--- src/rtl/uf_pkg.sv ---
package uf_pkg;

    localparam int STAGE_WIDTH = 3;

    typedef enum logic [STAGE_WIDTH-1:0] {
        STAGE_IDLE               = 3'd0,
        STAGE_MEASUREMENT_LOADING = 3'd1,
        STAGE_GROW               = 3'd2,
        STAGE_MERGE              = 3'd3,
        STAGE_RESULT_CALCULATING = 3'd4
    } uf_stage_t;

    // growth of one edge, saturates at full
    typedef enum logic [1:0] {
        GROWTH_EMPTY = 2'd0,
        GROWTH_HALF  = 2'd1,
        GROWTH_FULL  = 2'd2
    } growth_t;

    localparam int APB_ADDR_WIDTH = 8;

    // register map
    localparam logic [APB_ADDR_WIDTH-1:0] REG_CTRL       = 8'h00; // bit 0 start, write only
    localparam logic [APB_ADDR_WIDTH-1:0] REG_STATUS     = 8'h04; // bit 0 busy, bit 1 done
    localparam logic [APB_ADDR_WIDTH-1:0] REG_SYNDROME   = 8'h08;
    localparam logic [APB_ADDR_WIDTH-1:0] REG_ITERATIONS = 8'h0C;
    localparam logic [APB_ADDR_WIDTH-1:0] REG_CYCLES     = 8'h10;
    localparam logic [APB_ADDR_WIDTH-1:0] REG_ERASURE    = 8'h14;

endpackage

--- src/rtl/uf_processing_unit.sv ---
module uf_processing_unit #(
    parameter bit HAS_RIGHT_BOUNDARY = 1'b0
) (
    input  logic              clk,
    input  logic              reset,
    input  uf_pkg::uf_stage_t global_stage,
    input  logic              syndrome_bit,
    input  logic              odd_left_neighbor,
    input  logic              odd_right_neighbor,
    input  logic              lparity_in,
    input  logic              lbound_in,
    input  logic              rparity_in,
    input  logic              rbound_in,
    input  logic              edge_right_full,
    output logic              odd,
    output logic              busy,
    output logic              lparity,
    output logic              lbound,
    output logic              rparity,
    output logic              rbound,
    output logic              edge_left_full,
    output logic              boundary_edge_full
);
    import uf_pkg::*;

    logic    defect;
    growth_t left_growth;
    logic    lp_q, lb_q, rp_q, rb_q; // parity / boundary seen from each side, self excluded
    logic    lp_d, lb_d, rp_d, rb_d;

    function automatic growth_t grow_edge(growth_t g, logic side_a, logic side_b);
        logic [2:0] sum;
        sum = 3'(g) + 3'(side_a) + 3'(side_b);
        return (sum >= 3'(GROWTH_FULL)) ? GROWTH_FULL : growth_t'(sum[1:0]);
    endfunction

    assign edge_left_full = (left_growth == GROWTH_FULL);

    assign lparity = lp_q ^ defect;
    assign lbound  = lb_q;
    assign rparity = rp_q ^ defect;
    assign rbound  = rb_q;

    assign odd = (lp_q ^ rp_q ^ defect) & ~lb_q & ~rb_q;

    // one hop per cycle, only across full edges
    assign lp_d = edge_left_full & lparity_in;
    assign lb_d = edge_left_full & lbound_in;
    assign rp_d = edge_right_full & rparity_in;
    assign rb_d = edge_right_full & rbound_in;

    assign busy = (global_stage == STAGE_MERGE) &&
                  ({lp_d, lb_d, rp_d, rb_d} != {lp_q, lb_q, rp_q, rb_q});

    always_ff @(posedge clk) begin
        if (reset) begin
            defect      <= 1'b0;
            left_growth <= GROWTH_EMPTY;
            {lp_q, lb_q, rp_q, rb_q} <= '0;
        end else begin
            case (global_stage)
                STAGE_MEASUREMENT_LOADING: begin
                    defect      <= syndrome_bit;
                    left_growth <= GROWTH_EMPTY;
                    {lp_q, lb_q, rp_q, rb_q} <= '0;
                end
                STAGE_GROW: left_growth <= grow_edge(left_growth, odd_left_neighbor, odd);
                STAGE_MERGE: {lp_q, lb_q, rp_q, rb_q} <= {lp_d, lb_d, rp_d, rb_d};
                default: ;
            endcase
        end
    end

    if (HAS_RIGHT_BOUNDARY) begin : g_right_boundary
        growth_t right_growth;

        // outer neighbor is tied low by the array
        always_ff @(posedge clk) begin
            if (reset || global_stage == STAGE_MEASUREMENT_LOADING) begin
                right_growth <= GROWTH_EMPTY;
            end else if (global_stage == STAGE_GROW) begin
                right_growth <= grow_edge(right_growth, odd, odd_right_neighbor);
            end
        end

        assign boundary_edge_full = (right_growth == GROWTH_FULL);

        right_growth_bounded: assert property (
            @(posedge clk) disable iff (reset) right_growth <= GROWTH_FULL
        ) else $error("boundary edge grew past full");
    end else begin : g_no_boundary
        assign boundary_edge_full = 1'b0;
    end

    left_growth_bounded: assert property (
        @(posedge clk) disable iff (reset) left_growth <= GROWTH_FULL
    ) else $error("left edge grew past full");

endmodule

--- src/rtl/uf_pu_array.sv ---
module uf_pu_array #(
    parameter int PU_COUNT = 18
) (
    input  logic              clk,
    input  logic              reset,
    input  uf_pkg::uf_stage_t global_stage,
    input  logic [PU_COUNT-1:0] syndrome,
    output logic [PU_COUNT-1:0] busy_pe,
    output logic [PU_COUNT-1:0] odd_clusters_pe,
    output logic [PU_COUNT:0]   erasure
);

    logic [PU_COUNT+1:0] odd_ext;   // padded with a zero at each end
    logic [PU_COUNT-1:0] lparity;
    logic [PU_COUNT-1:0] lbound;
    logic [PU_COUNT-1:0] rparity;
    logic [PU_COUNT-1:0] rbound;
    logic [PU_COUNT-1:0] boundary_full;

    assign odd_ext = {1'b0, odd_clusters_pe, 1'b0};

    // only the last unit drives a boundary edge
    assign erasure[PU_COUNT] = |boundary_full;

    for (genvar i = 0; i < PU_COUNT; i++) begin : g_pu
        logic lparity_in, lbound_in, rparity_in, rbound_in, edge_right_full;

        if (i == 0) begin : g_left_end
            assign lparity_in = 1'b0;
            assign lbound_in  = erasure[0]; // left boundary edge
        end else begin : g_left_link
            assign lparity_in = lparity[i-1];
            assign lbound_in  = lbound[i-1];
        end

        if (i == PU_COUNT - 1) begin : g_right_end
            assign rparity_in      = 1'b0;
            assign rbound_in       = erasure[PU_COUNT];
            assign edge_right_full = erasure[PU_COUNT];
        end else begin : g_right_link
            assign rparity_in      = rparity[i+1];
            assign rbound_in       = rbound[i+1];
            assign edge_right_full = erasure[i+1];
        end

        uf_processing_unit #(
            .HAS_RIGHT_BOUNDARY(i == PU_COUNT - 1)
        ) uf_processing_unit_i (
            .clk               (clk),
            .reset             (reset),
            .global_stage      (global_stage),
            .syndrome_bit      (syndrome[i]),
            .odd_left_neighbor (odd_ext[i]),
            .odd_right_neighbor(odd_ext[i+2]),
            .lparity_in        (lparity_in),
            .lbound_in         (lbound_in),
            .rparity_in        (rparity_in),
            .rbound_in         (rbound_in),
            .edge_right_full   (edge_right_full),
            .odd               (odd_clusters_pe[i]),
            .busy              (busy_pe[i]),
            .lparity           (lparity[i]),
            .lbound            (lbound[i]),
            .rparity           (rparity[i]),
            .rbound            (rbound[i]),
            .edge_left_full    (erasure[i]),
            .boundary_edge_full(boundary_full[i])
        );
    end

endmodule

--- src/rtl/uf_controller.sv ---
module uf_controller #(
    parameter int PU_COUNT = 18,
    parameter int ITERATION_COUNTER_WIDTH = 8,
    parameter int MAXIMUM_DELAY = 1
) (
    input  logic                               clk,
    input  logic                               reset,
    input  logic                               new_round_start,
    input  logic [PU_COUNT-1:0]                busy_pe,
    input  logic [PU_COUNT-1:0]                odd_clusters_pe,
    output uf_pkg::uf_stage_t                  global_stage,
    output logic                               results_valid,
    output logic [ITERATION_COUNTER_WIDTH-1:0] iteration_counter,
    output logic [31:0]                        cycle_counter
);
    import uf_pkg::*;

    localparam int DELAY_WIDTH = (MAXIMUM_DELAY > 0) ? $clog2(MAXIMUM_DELAY + 1) : 1;

    logic                   busy;
    logic                   odd_clusters;
    logic [DELAY_WIDTH-1:0] delay_counter;

    // flags arrive one cycle late
    always_ff @(posedge clk) begin
        if (reset) begin
            busy         <= 1'b0;
            odd_clusters <= 1'b0;
        end else begin
            busy         <= |busy_pe;
            odd_clusters <= |odd_clusters_pe;
        end
    end

    always_ff @(posedge clk) begin
        if (reset) begin
            cycle_counter <= '0;
        end else if (global_stage == STAGE_MEASUREMENT_LOADING) begin
            cycle_counter <= 32'd1;
        end else if (!results_valid && global_stage != STAGE_IDLE) begin
            cycle_counter <= cycle_counter + 32'd1;
        end
    end

    always_ff @(posedge clk) begin
        if (reset) begin
            iteration_counter <= '0;
        end else if (global_stage == STAGE_MEASUREMENT_LOADING) begin
            iteration_counter <= '0;
        end else if (global_stage == STAGE_GROW) begin
            iteration_counter <= iteration_counter + 1'b1;
        end
    end

    always_ff @(posedge clk) begin
        if (reset) begin
            global_stage  <= STAGE_IDLE;
            delay_counter <= '0;
            results_valid <= 1'b0;
        end else begin
            case (global_stage)
                STAGE_IDLE: begin
                    if (new_round_start) begin
                        global_stage  <= STAGE_MEASUREMENT_LOADING;
                        delay_counter <= '0;
                        results_valid <= 1'b0;
                    end
                end
                STAGE_MEASUREMENT_LOADING: begin // single cycle
                    global_stage  <= STAGE_GROW;
                    delay_counter <= '0;
                end
                STAGE_GROW: begin
                    global_stage  <= STAGE_MERGE;
                    delay_counter <= '0;
                end
                STAGE_MERGE: begin
                    if (delay_counter >= DELAY_WIDTH'(MAXIMUM_DELAY)) begin
                        if (!busy) begin
                            global_stage  <= odd_clusters ? STAGE_GROW : STAGE_RESULT_CALCULATING;
                            delay_counter <= '0;
                        end
                    end else begin
                        delay_counter <= delay_counter + 1'b1;
                    end
                end
                STAGE_RESULT_CALCULATING: begin
                    global_stage  <= STAGE_IDLE;
                    results_valid <= 1'b1;
                end
                default: global_stage <= STAGE_IDLE;
            endcase
        end
    end

    stage_legal: assert property (
        @(posedge clk) disable iff (reset) global_stage <= STAGE_RESULT_CALCULATING
    ) else $error("illegal stage %0d", global_stage);

    // done only after a result stage
    valid_after_result: assert property (
        @(posedge clk) disable iff (reset)
        $rose(results_valid) |-> $past(global_stage) == STAGE_RESULT_CALCULATING
    ) else $error("results_valid rose outside result stage");

endmodule

--- src/rtl/uf_apb_regs.sv ---
module uf_apb_regs #(
    parameter int PU_COUNT = 18,
    parameter int ITERATION_COUNTER_WIDTH = 8
) (
    input  logic                              clk,
    input  logic                              reset,

    input  logic [uf_pkg::APB_ADDR_WIDTH-1:0] paddr,
    input  logic                              psel,
    input  logic                              penable,
    input  logic                              pwrite,
    input  logic [31:0]                       pwdata,
    output logic [31:0]                       prdata,
    output logic                              pready,
    output logic                              pslverr,

    output logic                              new_round_start,
    output logic [PU_COUNT-1:0]               syndrome,

    input  uf_pkg::uf_stage_t                 global_stage,
    input  logic                              results_valid,
    input  logic [ITERATION_COUNTER_WIDTH-1:0] iteration_counter,
    input  logic [31:0]                       cycle_counter,
    input  logic [PU_COUNT:0]                 erasure
);
    import uf_pkg::*;

    logic        access;
    logic        wr_en;
    logic        rd_en;
    logic        stage_busy;
    logic        addr_hit;
    logic [31:0] rd_data;

    assign access     = psel & penable;
    assign wr_en      = access & pwrite;
    assign rd_en      = access & ~pwrite;
    assign stage_busy = (global_stage != STAGE_IDLE);

    // read mux, also flags unknown offsets
    always_comb begin
        addr_hit = 1'b1;
        rd_data  = '0;
        case (paddr)
            REG_CTRL:       rd_data = '0; // start reads back as zero
            REG_STATUS:     rd_data = {30'd0, results_valid, stage_busy};
            REG_SYNDROME:   rd_data = 32'(syndrome);
            REG_ITERATIONS: rd_data = 32'(iteration_counter);
            REG_CYCLES:     rd_data = cycle_counter;
            REG_ERASURE:    rd_data = 32'(erasure);
            default:        addr_hit = 1'b0;
        endcase
    end

    assign prdata  = rd_en ? rd_data : '0;
    assign pready  = 1'b1; // no wait states
    assign pslverr = access & ~addr_hit;

    always_ff @(posedge clk) begin
        if (reset) begin
            new_round_start <= 1'b0;
            syndrome        <= '0;
        end else begin
            // start only taken while idle
            new_round_start <= wr_en && (paddr == REG_CTRL) && pwdata[0] && !stage_busy;
            if (wr_en && (paddr == REG_SYNDROME) && !stage_busy) begin
                syndrome <= pwdata[PU_COUNT-1:0];
            end
        end
    end

    apb_penable_needs_psel: assert property (
        @(posedge clk) disable iff (reset) penable |-> psel
    ) else $error("penable high without psel");

endmodule

--- src/rtl/uf_decoder_top.sv ---
module uf_decoder_top #(
    parameter int CODE_DISTANCE_X = 3,
    parameter int CODE_DISTANCE_Z = 2,
    parameter int ITERATION_COUNTER_WIDTH = 8,
    parameter int MAXIMUM_DELAY = 1
) (
    input  logic                              clk,
    input  logic                              reset,
    input  logic [uf_pkg::APB_ADDR_WIDTH-1:0] paddr,
    input  logic                              psel,
    input  logic                              penable,
    input  logic                              pwrite,
    input  logic [31:0]                       pwdata,
    output logic [31:0]                       prdata,
    output logic                              pready,
    output logic                              pslverr
);
    import uf_pkg::*;

    localparam int MEASUREMENT_ROUNDS =
        (CODE_DISTANCE_X > CODE_DISTANCE_Z) ? CODE_DISTANCE_X : CODE_DISTANCE_Z;
    localparam int PU_COUNT = CODE_DISTANCE_X * CODE_DISTANCE_Z * MEASUREMENT_ROUNDS;

    uf_stage_t                        global_stage;
    logic                             new_round_start;
    logic                             results_valid;
    logic [ITERATION_COUNTER_WIDTH-1:0] iteration_counter;
    logic [31:0]                      cycle_counter;
    logic [PU_COUNT-1:0]              syndrome;
    logic [PU_COUNT-1:0]              busy_pe;
    logic [PU_COUNT-1:0]              odd_clusters_pe;
    logic [PU_COUNT:0]                erasure;

    uf_apb_regs #(
        .PU_COUNT               (PU_COUNT),
        .ITERATION_COUNTER_WIDTH(ITERATION_COUNTER_WIDTH)
    ) uf_apb_regs_i (
        .clk, .reset,
        .paddr, .psel, .penable, .pwrite, .pwdata,
        .prdata, .pready, .pslverr,
        .new_round_start, .syndrome,
        .global_stage, .results_valid, .iteration_counter, .cycle_counter, .erasure
    );

    uf_controller #(
        .PU_COUNT               (PU_COUNT),
        .ITERATION_COUNTER_WIDTH(ITERATION_COUNTER_WIDTH),
        .MAXIMUM_DELAY          (MAXIMUM_DELAY)
    ) uf_controller_i (
        .clk, .reset, .new_round_start, .busy_pe, .odd_clusters_pe,
        .global_stage, .results_valid, .iteration_counter, .cycle_counter
    );

    uf_pu_array #(
        .PU_COUNT(PU_COUNT)
    ) uf_pu_array_i (
        .clk, .reset, .global_stage, .syndrome, .busy_pe, .odd_clusters_pe, .erasure
    );

    // syndrome and erasure share one 32-bit register each
    pu_count_fits: assert property (@(posedge clk) PU_COUNT <= 31)
        else $error("PU_COUNT %0d exceeds register width", PU_COUNT);

endmodule

--- config.mk ---
export PLATFORM = sky130hd
export DESIGN_NAME = uf_decoder_top
export DESIGN_NICKNAME = d
export VERILOG_FILES = /design/src/rtl/uf_pkg.sv /design/src/rtl/uf_processing_unit.sv /design/src/rtl/uf_pu_array.sv /design/src/rtl/uf_controller.sv /design/src/rtl/uf_apb_regs.sv /design/src/rtl/uf_decoder_top.sv
export SDC_FILE = /design/constraint.sdc
export NUM_CORES = 1
export LEC_CHECK = 0
export BUFFER_PORTS_ARGS = -buffer_cell sky130_fd_sc_hd__buf_2
export CAP_MARGIN = 30
export CELL_PAD_IN_SITES_DETAIL_PLACEMENT = 2
export CELL_PAD_IN_SITES_GLOBAL_PLACEMENT = 2
export CORE_AREA = 2 2 130 228
export DETAILED_ROUTE_END_ITERATION = 10
export DIE_AREA = 0 0 132 230
export PLACE_DENSITY = 0.82
export SYNTH_ARGS = -nofsm -noshare
export SYNTH_HDL_FRONTEND = slang
export SYNTH_SLANG_ARGS = --single-unit
export TNS_END_PERCENT = 30
--- constraint.sdc ---
create_clock -name clk -period 3.1 [get_ports clk]
set_input_delay 0 -clock clk [delete_from_list [all_inputs] [get_ports clk]]
set_output_delay 0 -clock clk [all_outputs]
set_load 0.01 [all_outputs]
== Word level (Yosys, flattened, before mapping) ==
Cells that the tools add are included.
Operators by class
  divide/modulo/power cells: 0
  reductions and logical operators: 43
  muxes and demuxes: 122
  add/subtract/negate cells: 39
  $mul: 0
  order comparisons: 20
  equality and inequality tests: 50
  bitwise operators: 212
  shifts and indexed selects: 0
Operators with widths (number)
  32-bit case mux with 5 select lines: 1
  1-bit case mux with 2 select lines: 71
  1-bit bitwise AND: 108
  2-bit case mux with 2 select lines: 18
  1-bit bitwise XOR: 66
  4-bit != test: 16
  2-bit by 1-bit adder with 3-bit output: 19
  3-bit by 2-bit >= comparator with 1-bit output, second input constant: 19
  3-bit by 1-bit adder with 3-bit output: 17
  2-bit equality test, second input constant: 19
  2-bit two-way mux: 19
  1-bit inverter: 38
  18-bit OR reduction: 2
  32-bit by 1-bit adder with 32-bit output, second input constant: 1
  32-bit two-way mux: 1
  1-bit logical AND: 24
  8-bit by 4-bit equality test with 1-bit output, second input constant: 2
  8-bit by 5-bit equality test with 1-bit output, second input constant: 2
  3-bit two-way mux: 4
  3-bit case mux with 4 select lines: 1
  8-bit by 1-bit adder with 8-bit output, second input constant: 1
  8-bit by 3-bit equality test with 1-bit output, second input constant: 1
  8-bit zero test: 1
  2-bit nonzero test: 4
  other kinds (19): 31
Word-level totals
  output and inout port bits: 34
  logic and storage cells: 603
  memory bits (read-only): 0
  bits in writable memories: 0
  input bits: 45
  latch bits: 0
  memories kept: 0
  flip-flop bits (word level): 192

== Depth between registers and ports, before layout ==
  word-level depth: 9
  mapped depth: 9
  gate-level depth less buffers: 9

== Cells and area by module ==
From an unflattened synthesis, not the netlist that was laid out.
Second synthesis, totals
  cells, all modules: 1632
  area total of the unflattened synthesis: 13435.4 um^2
By module, submodules not included
  uf_processing_unit at uf_pu_array_i.g_pu[0].uf_processing_unit_i ...: instances 17, area an instance 506.7 um^2, cells an instance 62, seq. area each 140.1 um^2
  uf_controller: instances 1, area an instance 2270.9 um^2, cells an instance 267, seq. area each 940.9 um^2
  uf_apb_regs: instances 1, area an instance 1739.2 um^2, cells an instance 207, seq. area each 380.4 um^2
  uf_processing_unit at uf_pu_array_i.g_pu[17].uf_processing_unit_i: instances 1, area an instance 625.6 um^2, cells an instance 78, seq. area each 180.2 um^2
  uf_pu_array: instances 1, area an instance 185.2 um^2, cells an instance 26, seq. area each 0.0 um^2

== Worst setup path before layout ==
Ideal clock, no wire load.
  path type: register -> register
  start point: reg uf_pu_array_i.g_pu[16].uf_processing_unit_i.defect
  end point: reg uf_pu_array_i.g_pu[16].uf_processing_unit_i.left_growth[1]
  clock period less this slack: 2362 ps
  buffers on the path: 0
  data required time: 2968 ps
  path slack: 738 ps
  library setup time: 132 ps
  arrival time: 2230 ps
  stages on the path, launching flop included: 8
  path through: dfxtp_1 -> xor2_1 -> nor2_1 -> or4b_2 -> fa_1 -> ha_1 -> nor3b_1 -> nor3_1
Between the ends
  word-level cells in the longest chain between the ends: 7
RTL lines
  from (decl): line uf_processing_unit.sv:26  | logic defect;
  from (signal assigned): line uf_processing_unit.sv:63  | defect <= syndrome_bit;
  1-bit bitwise XOR *: line uf_processing_unit.sv:44  | assign odd = (lp_q ^ rp_q ^ defect) & ~lb_q & ~rb_q;
  1-bit bitwise AND * (2 in a row): line uf_processing_unit.sv:44
  3-bit by 1-bit adder with 3-bit output *: line uf_processing_unit.sv:33  | sum = 3'(g) + 3'(side_a) + 3'(side_b);
  3-bit by 2-bit >= comparator with 1-bit output: line uf_processing_unit.sv:34  | return (sum >= 3'(GROWTH_FULL)) ? GROWTH_FULL : growth_t'(sum[1:0]);
  2-bit two-way mux *: line uf_processing_unit.sv:34
  2-bit case mux with 2 select lines *: line uf_processing_unit.sv:61  | case (global_stage)
  to (signal assigned): line uf_processing_unit.sv:67  | STAGE_GROW: left_growth <= grow_edge(left_growth, odd_left_neighbor, odd);
  to (decl): line uf_processing_unit.sv:27  | growth_t left_growth;
Every way passes the cells marked *; elsewhere a longest branch is shown, timed or not.
A chain may end at the register's enable or synchronous reset.

== Worst setup path in the final report ==
Same ends and word-level chain as after synthesis.

==> flow_metrics.py <==
metrics = {
    "status": {
        "outcome": "finished clean",
    },
    "placed_design": {
        "placed_cells": 1666,
        "dpl-instance-area_um2": 11200,
        "pre_cts_slack_ns": 0.469,
        "dp_hpwl_mm": 29.2,
        "numPortBuffers": 63,
        "gp_congestion": 0.839,
    },
    "detailed_routing": {
        "dr.pass1.iters": 7,
        "drc": 0,
        "wirelength_mm": 44.2,
        "postRouteAntennaNets": 0,
        "wl_per_cell_um": 25.7,
        "drtIter0Drc": 596,
        "vias": 10200,
        "vias_per_cell": 5.93,
    },
    "clock_tree": {
        "path_clk_slew_ns": 0.08,
        "cts.sinks": 192,
        "cts_max_path_buffers": 2,
        "cts_root_buffer": "clkbuf_16",
        "cts_tree": "yes",
        "ctsResizeCount": 0,
        "holdBufCountCts": 22,
        "cts_buffers": 17,
        "cts_htree_levels": 4,
        "clk_latency_ns": 0.47,
        "post_cts_buffers": 0,
    },
    "global_route": {
        "overflow": 0,
        "grt_pass1_wl_mm": 68.6,
        "grt_max_degree": 45,
        "antenna_found_initial": 1,
        "grt_pass1_vias": 11500,
        "grtUsageTotal_pct": 29.6,
    },
    "power_and_ir_drop": {
        "comb_power_share_pct": 10.5,
        "netSwitchingFraction_pct": 27.8,
        "internal_power_mw": 4.02,
        "p_clk_share_pct": 44.0,
        "power.density_nw_per_um2": 463,
        "power_switching_mw": 1.55,
        "power.total_mw": 5.57,
        "leakagePower_nw": 4.25,
        "power.share.sequential_pct": 45.5,
        "vdd_ir_drop_max_uv": 371,
    },
    "floorplanning": {
        "io_pins": 79,
        "dieArea_um2": 30400,
        "start_util_pct": 36.7,
        "fp.coreArea_um2": 28400,
        "row_count": 82,
        "fp.dieW_um": 132,
        "die_h_um": 230,
    },
    "timing": {
        "fmax_ghz": 0.369,
        "worst_slack_ns": 0.387,
        "max_slew.worst_pin.slew_ns": 0.982,
        "relSlewSlack_pct": 34.4,
        "skew_ns": 0.0169,
        "hold_viol": 0,
        "rsz0062_at_grt": "no",
        "setup_viol": 0,
        "finalSetupTns_ns": 0,
        "maxSlewViolCount": 0,
        "fin_crit_ns": 2.71,
        "whs_ns": 0.345,
        "fin_crit_sh_pct": 87.5,
    },
    "finish": {
        "stdcell_area_um2": 12000,
        "final_nets": 1414,
        "drive_gt1_share_pct": 11.4,
        "finalNonFillerCells": 1721,
        "final_core_util_pct": 42.3,
        "synthToLayoutAreaGrowth_pct": 15.4,
    },
    "synth": {
        "ys_seq_area_share_pct": 36.9,
        "ys_ff_latch": 192,
        "synth_warnings": 0,
        "synth_edf_count": 0,
        "ys_top_cells_by_area": "dfxtp_1 37%, xor2_1 5.7%, a21oi_1 5.6%, nand2_1 5.3%, nor2_1 4.8%",
        "synth-main-ff-cell": "dfxtp_1",
        "syn_nets": 1352,
        "syn_area_um2": 10400,
        "syn_area_per_cell_um2": 8.23,
        "synth_cell_types": 57,
        "yosys.area.top_type": "dfxtp_1",
        "synth.most_common_cell": "dfxtp_1",
        "synthCells": 1267,
        "async_flop_share_pct": 0,
        "yosys-top-cells-count": "192 x dfxtp_1, 147 x nand2_1, 133 x nor2_1",
        "synth_top_cell_area_share_pct": 36.9,
    },
    "setup_path": {
        "reg2reg_depth": 7,
        "critPathCaptureType": "register",
        "startpoint_type": "register",
        "cpPeakStageDelay_ns": 0.70,
        "worst-path-stages": 7,
        "reg2reg_slack_ns": 0.39,
        "path_buf_inv": 0,
        "slowest_stage": "or4b_2",
        "worstSetupPathType": "register to register",
        "worst_ep_required_time_ns": 3.44,
        "worstPathCellList": "xor2_1 > nor2_1 > or4b_2 > fa_1 > ha_1 > nor3b_1 > nor3_1",
        "cp_top_family": "simple AND/OR/NAND/NOR gates",
        "arrival_ns": 3.05,
        "path_max_fanout": 6,
    },
    "flow_run": {
        "max_cap_viol_count": 0,
    },
    "worst_hold_path": {
        "min_to": "uf_apb_regs_i.syndrome[8]",
        "hold_path_startpoint": "pwdata[8]",
        "holdPathStages": 4,
        "holdCritPathClass": "input pin to register",
    },
}
[worst max path at each step]
| stage | to | slack (ns) | start |
|---|---|---|---|
| 2_1_floorplan | register | 0.74 | register |
| 3_3_place_gp | register | 0.54 | register |
| 3_5_place_dp | register | 0.47 | register |
| 4_1_cts | register | 0.41 | register |
| 5_1_grt | register | 0.22 | register |
| 6_report | register | 0.39 | register |
[logic make-up (layout without fill, tap and decap cells)]
logic type                 Yosys count  in the layout  synth area share, %
AOI/OAI and AO/OA                  220            220                 13.2
xor gates and xnor gates           119            119                 10.0
adders and majority gates           40             40                 6.03
buffers and inverters              128            203                 5.03
DFF                                192            192                 36.9
muxes                               26             26                 2.59
other                                1              2               0.0360
and+or+nand+nor                    541            541                 26.3
[tightest hold or removal path, delay by kind of cell]
family | cells | cell delay [ns]
buffers and inverters | 2 | 0.63
multiplexers | 1 | 0.06
AND/OR/NAND/NOR | 1 | 0.09
[cell usage in the layout, fill, tap and decap left out, drive strengths merged, types with 22 or more instances in the layout]
| cell | instances |
|---|---|
| xor2 | 68 |
| nor2 | 134 |
| a21oi | 117 |
| buf | 98 |
| dfxtp | 192 |
| inv | 53 |
| ha | 23 |
| nand2 | 147 |
| o21ai | 27 |
| dlygate4sd3 | 22 |
| nor3b | 39 |
| nand3 | 26 |
| nor3 | 39 |
| xnor2 | 51 |
| nand4 | 49 |
[metal layers]
metal / GRT usage (%) / vias to the layer above / part of all wire [%]
li1: - / 4527 / -
met1: 28.0 / 5224 / 35
met2: 57.4 / 312 / 55
met3: 5.00 / 140 / 3.2
met4: 19.7 / 0 / 6.7
met5: 0 / - / 0
[power groups by stage]
stage / sequential [mW] / combinational, mW / clock, mW
6_report: 2.53 / 0.584 / 2.45
5_1_grt: 2.54 / 0.629 / 2.58
4_1_cts: 2.53 / 0.570 / 2.46
3_5_place_dp: 2.59 / 0.538 / 0
3_3_place_gp: 2.58 / 0.516 / 0
2_1_floorplan: 2.57 / 0.318 / 0
[final cells by class]
cell class,count,area (µm²)
Antenna cell,1,2.50
Clock inverter,14,189
Multi-Input combinational cell,947,6090
Timing Repair Buffer,120,805
Fill cell,3165,16400
Sequential cell,192,3840
Tap cell,378,473
Inverter,51,191
Clock buffer,18,429
[sequential cells by signal, summed over array words and instances, names as in the netlist, named ones only]
signal                                               flops
uf_pu_array_i.g_pu.uf_processing_unit_i.lp_q            17
uf_controller_i.global_stage                             3
uf_controller_i.cycle_counter                           32
uf_controller_i.delay_counter                            1
uf_controller_i.results_valid                            1
uf_pu_array_i.g_pu.uf_processing_unit_i.lbound          18
uf_pu_array_i.g_pu.uf_processing_unit_i.left_growth     36
uf_controller_i.iteration_counter                        8
uf_pu_array_i.g_pu.uf_processing_unit_i.rbound          18
uf_apb_regs_i.new_round_start                            1
uf_apb_regs_i.syndrome                                  18
uf_controller_i.odd_clusters                             1
uf_pu_array_i.g_pu.uf_processing_unit_i.defect          18
uf_pu_array_i.g_pu.uf_processing_unit_i.rp_q            17
uf_controller_i.busy                                     1
Note: power is estimated with default switching activity, not from simulation.
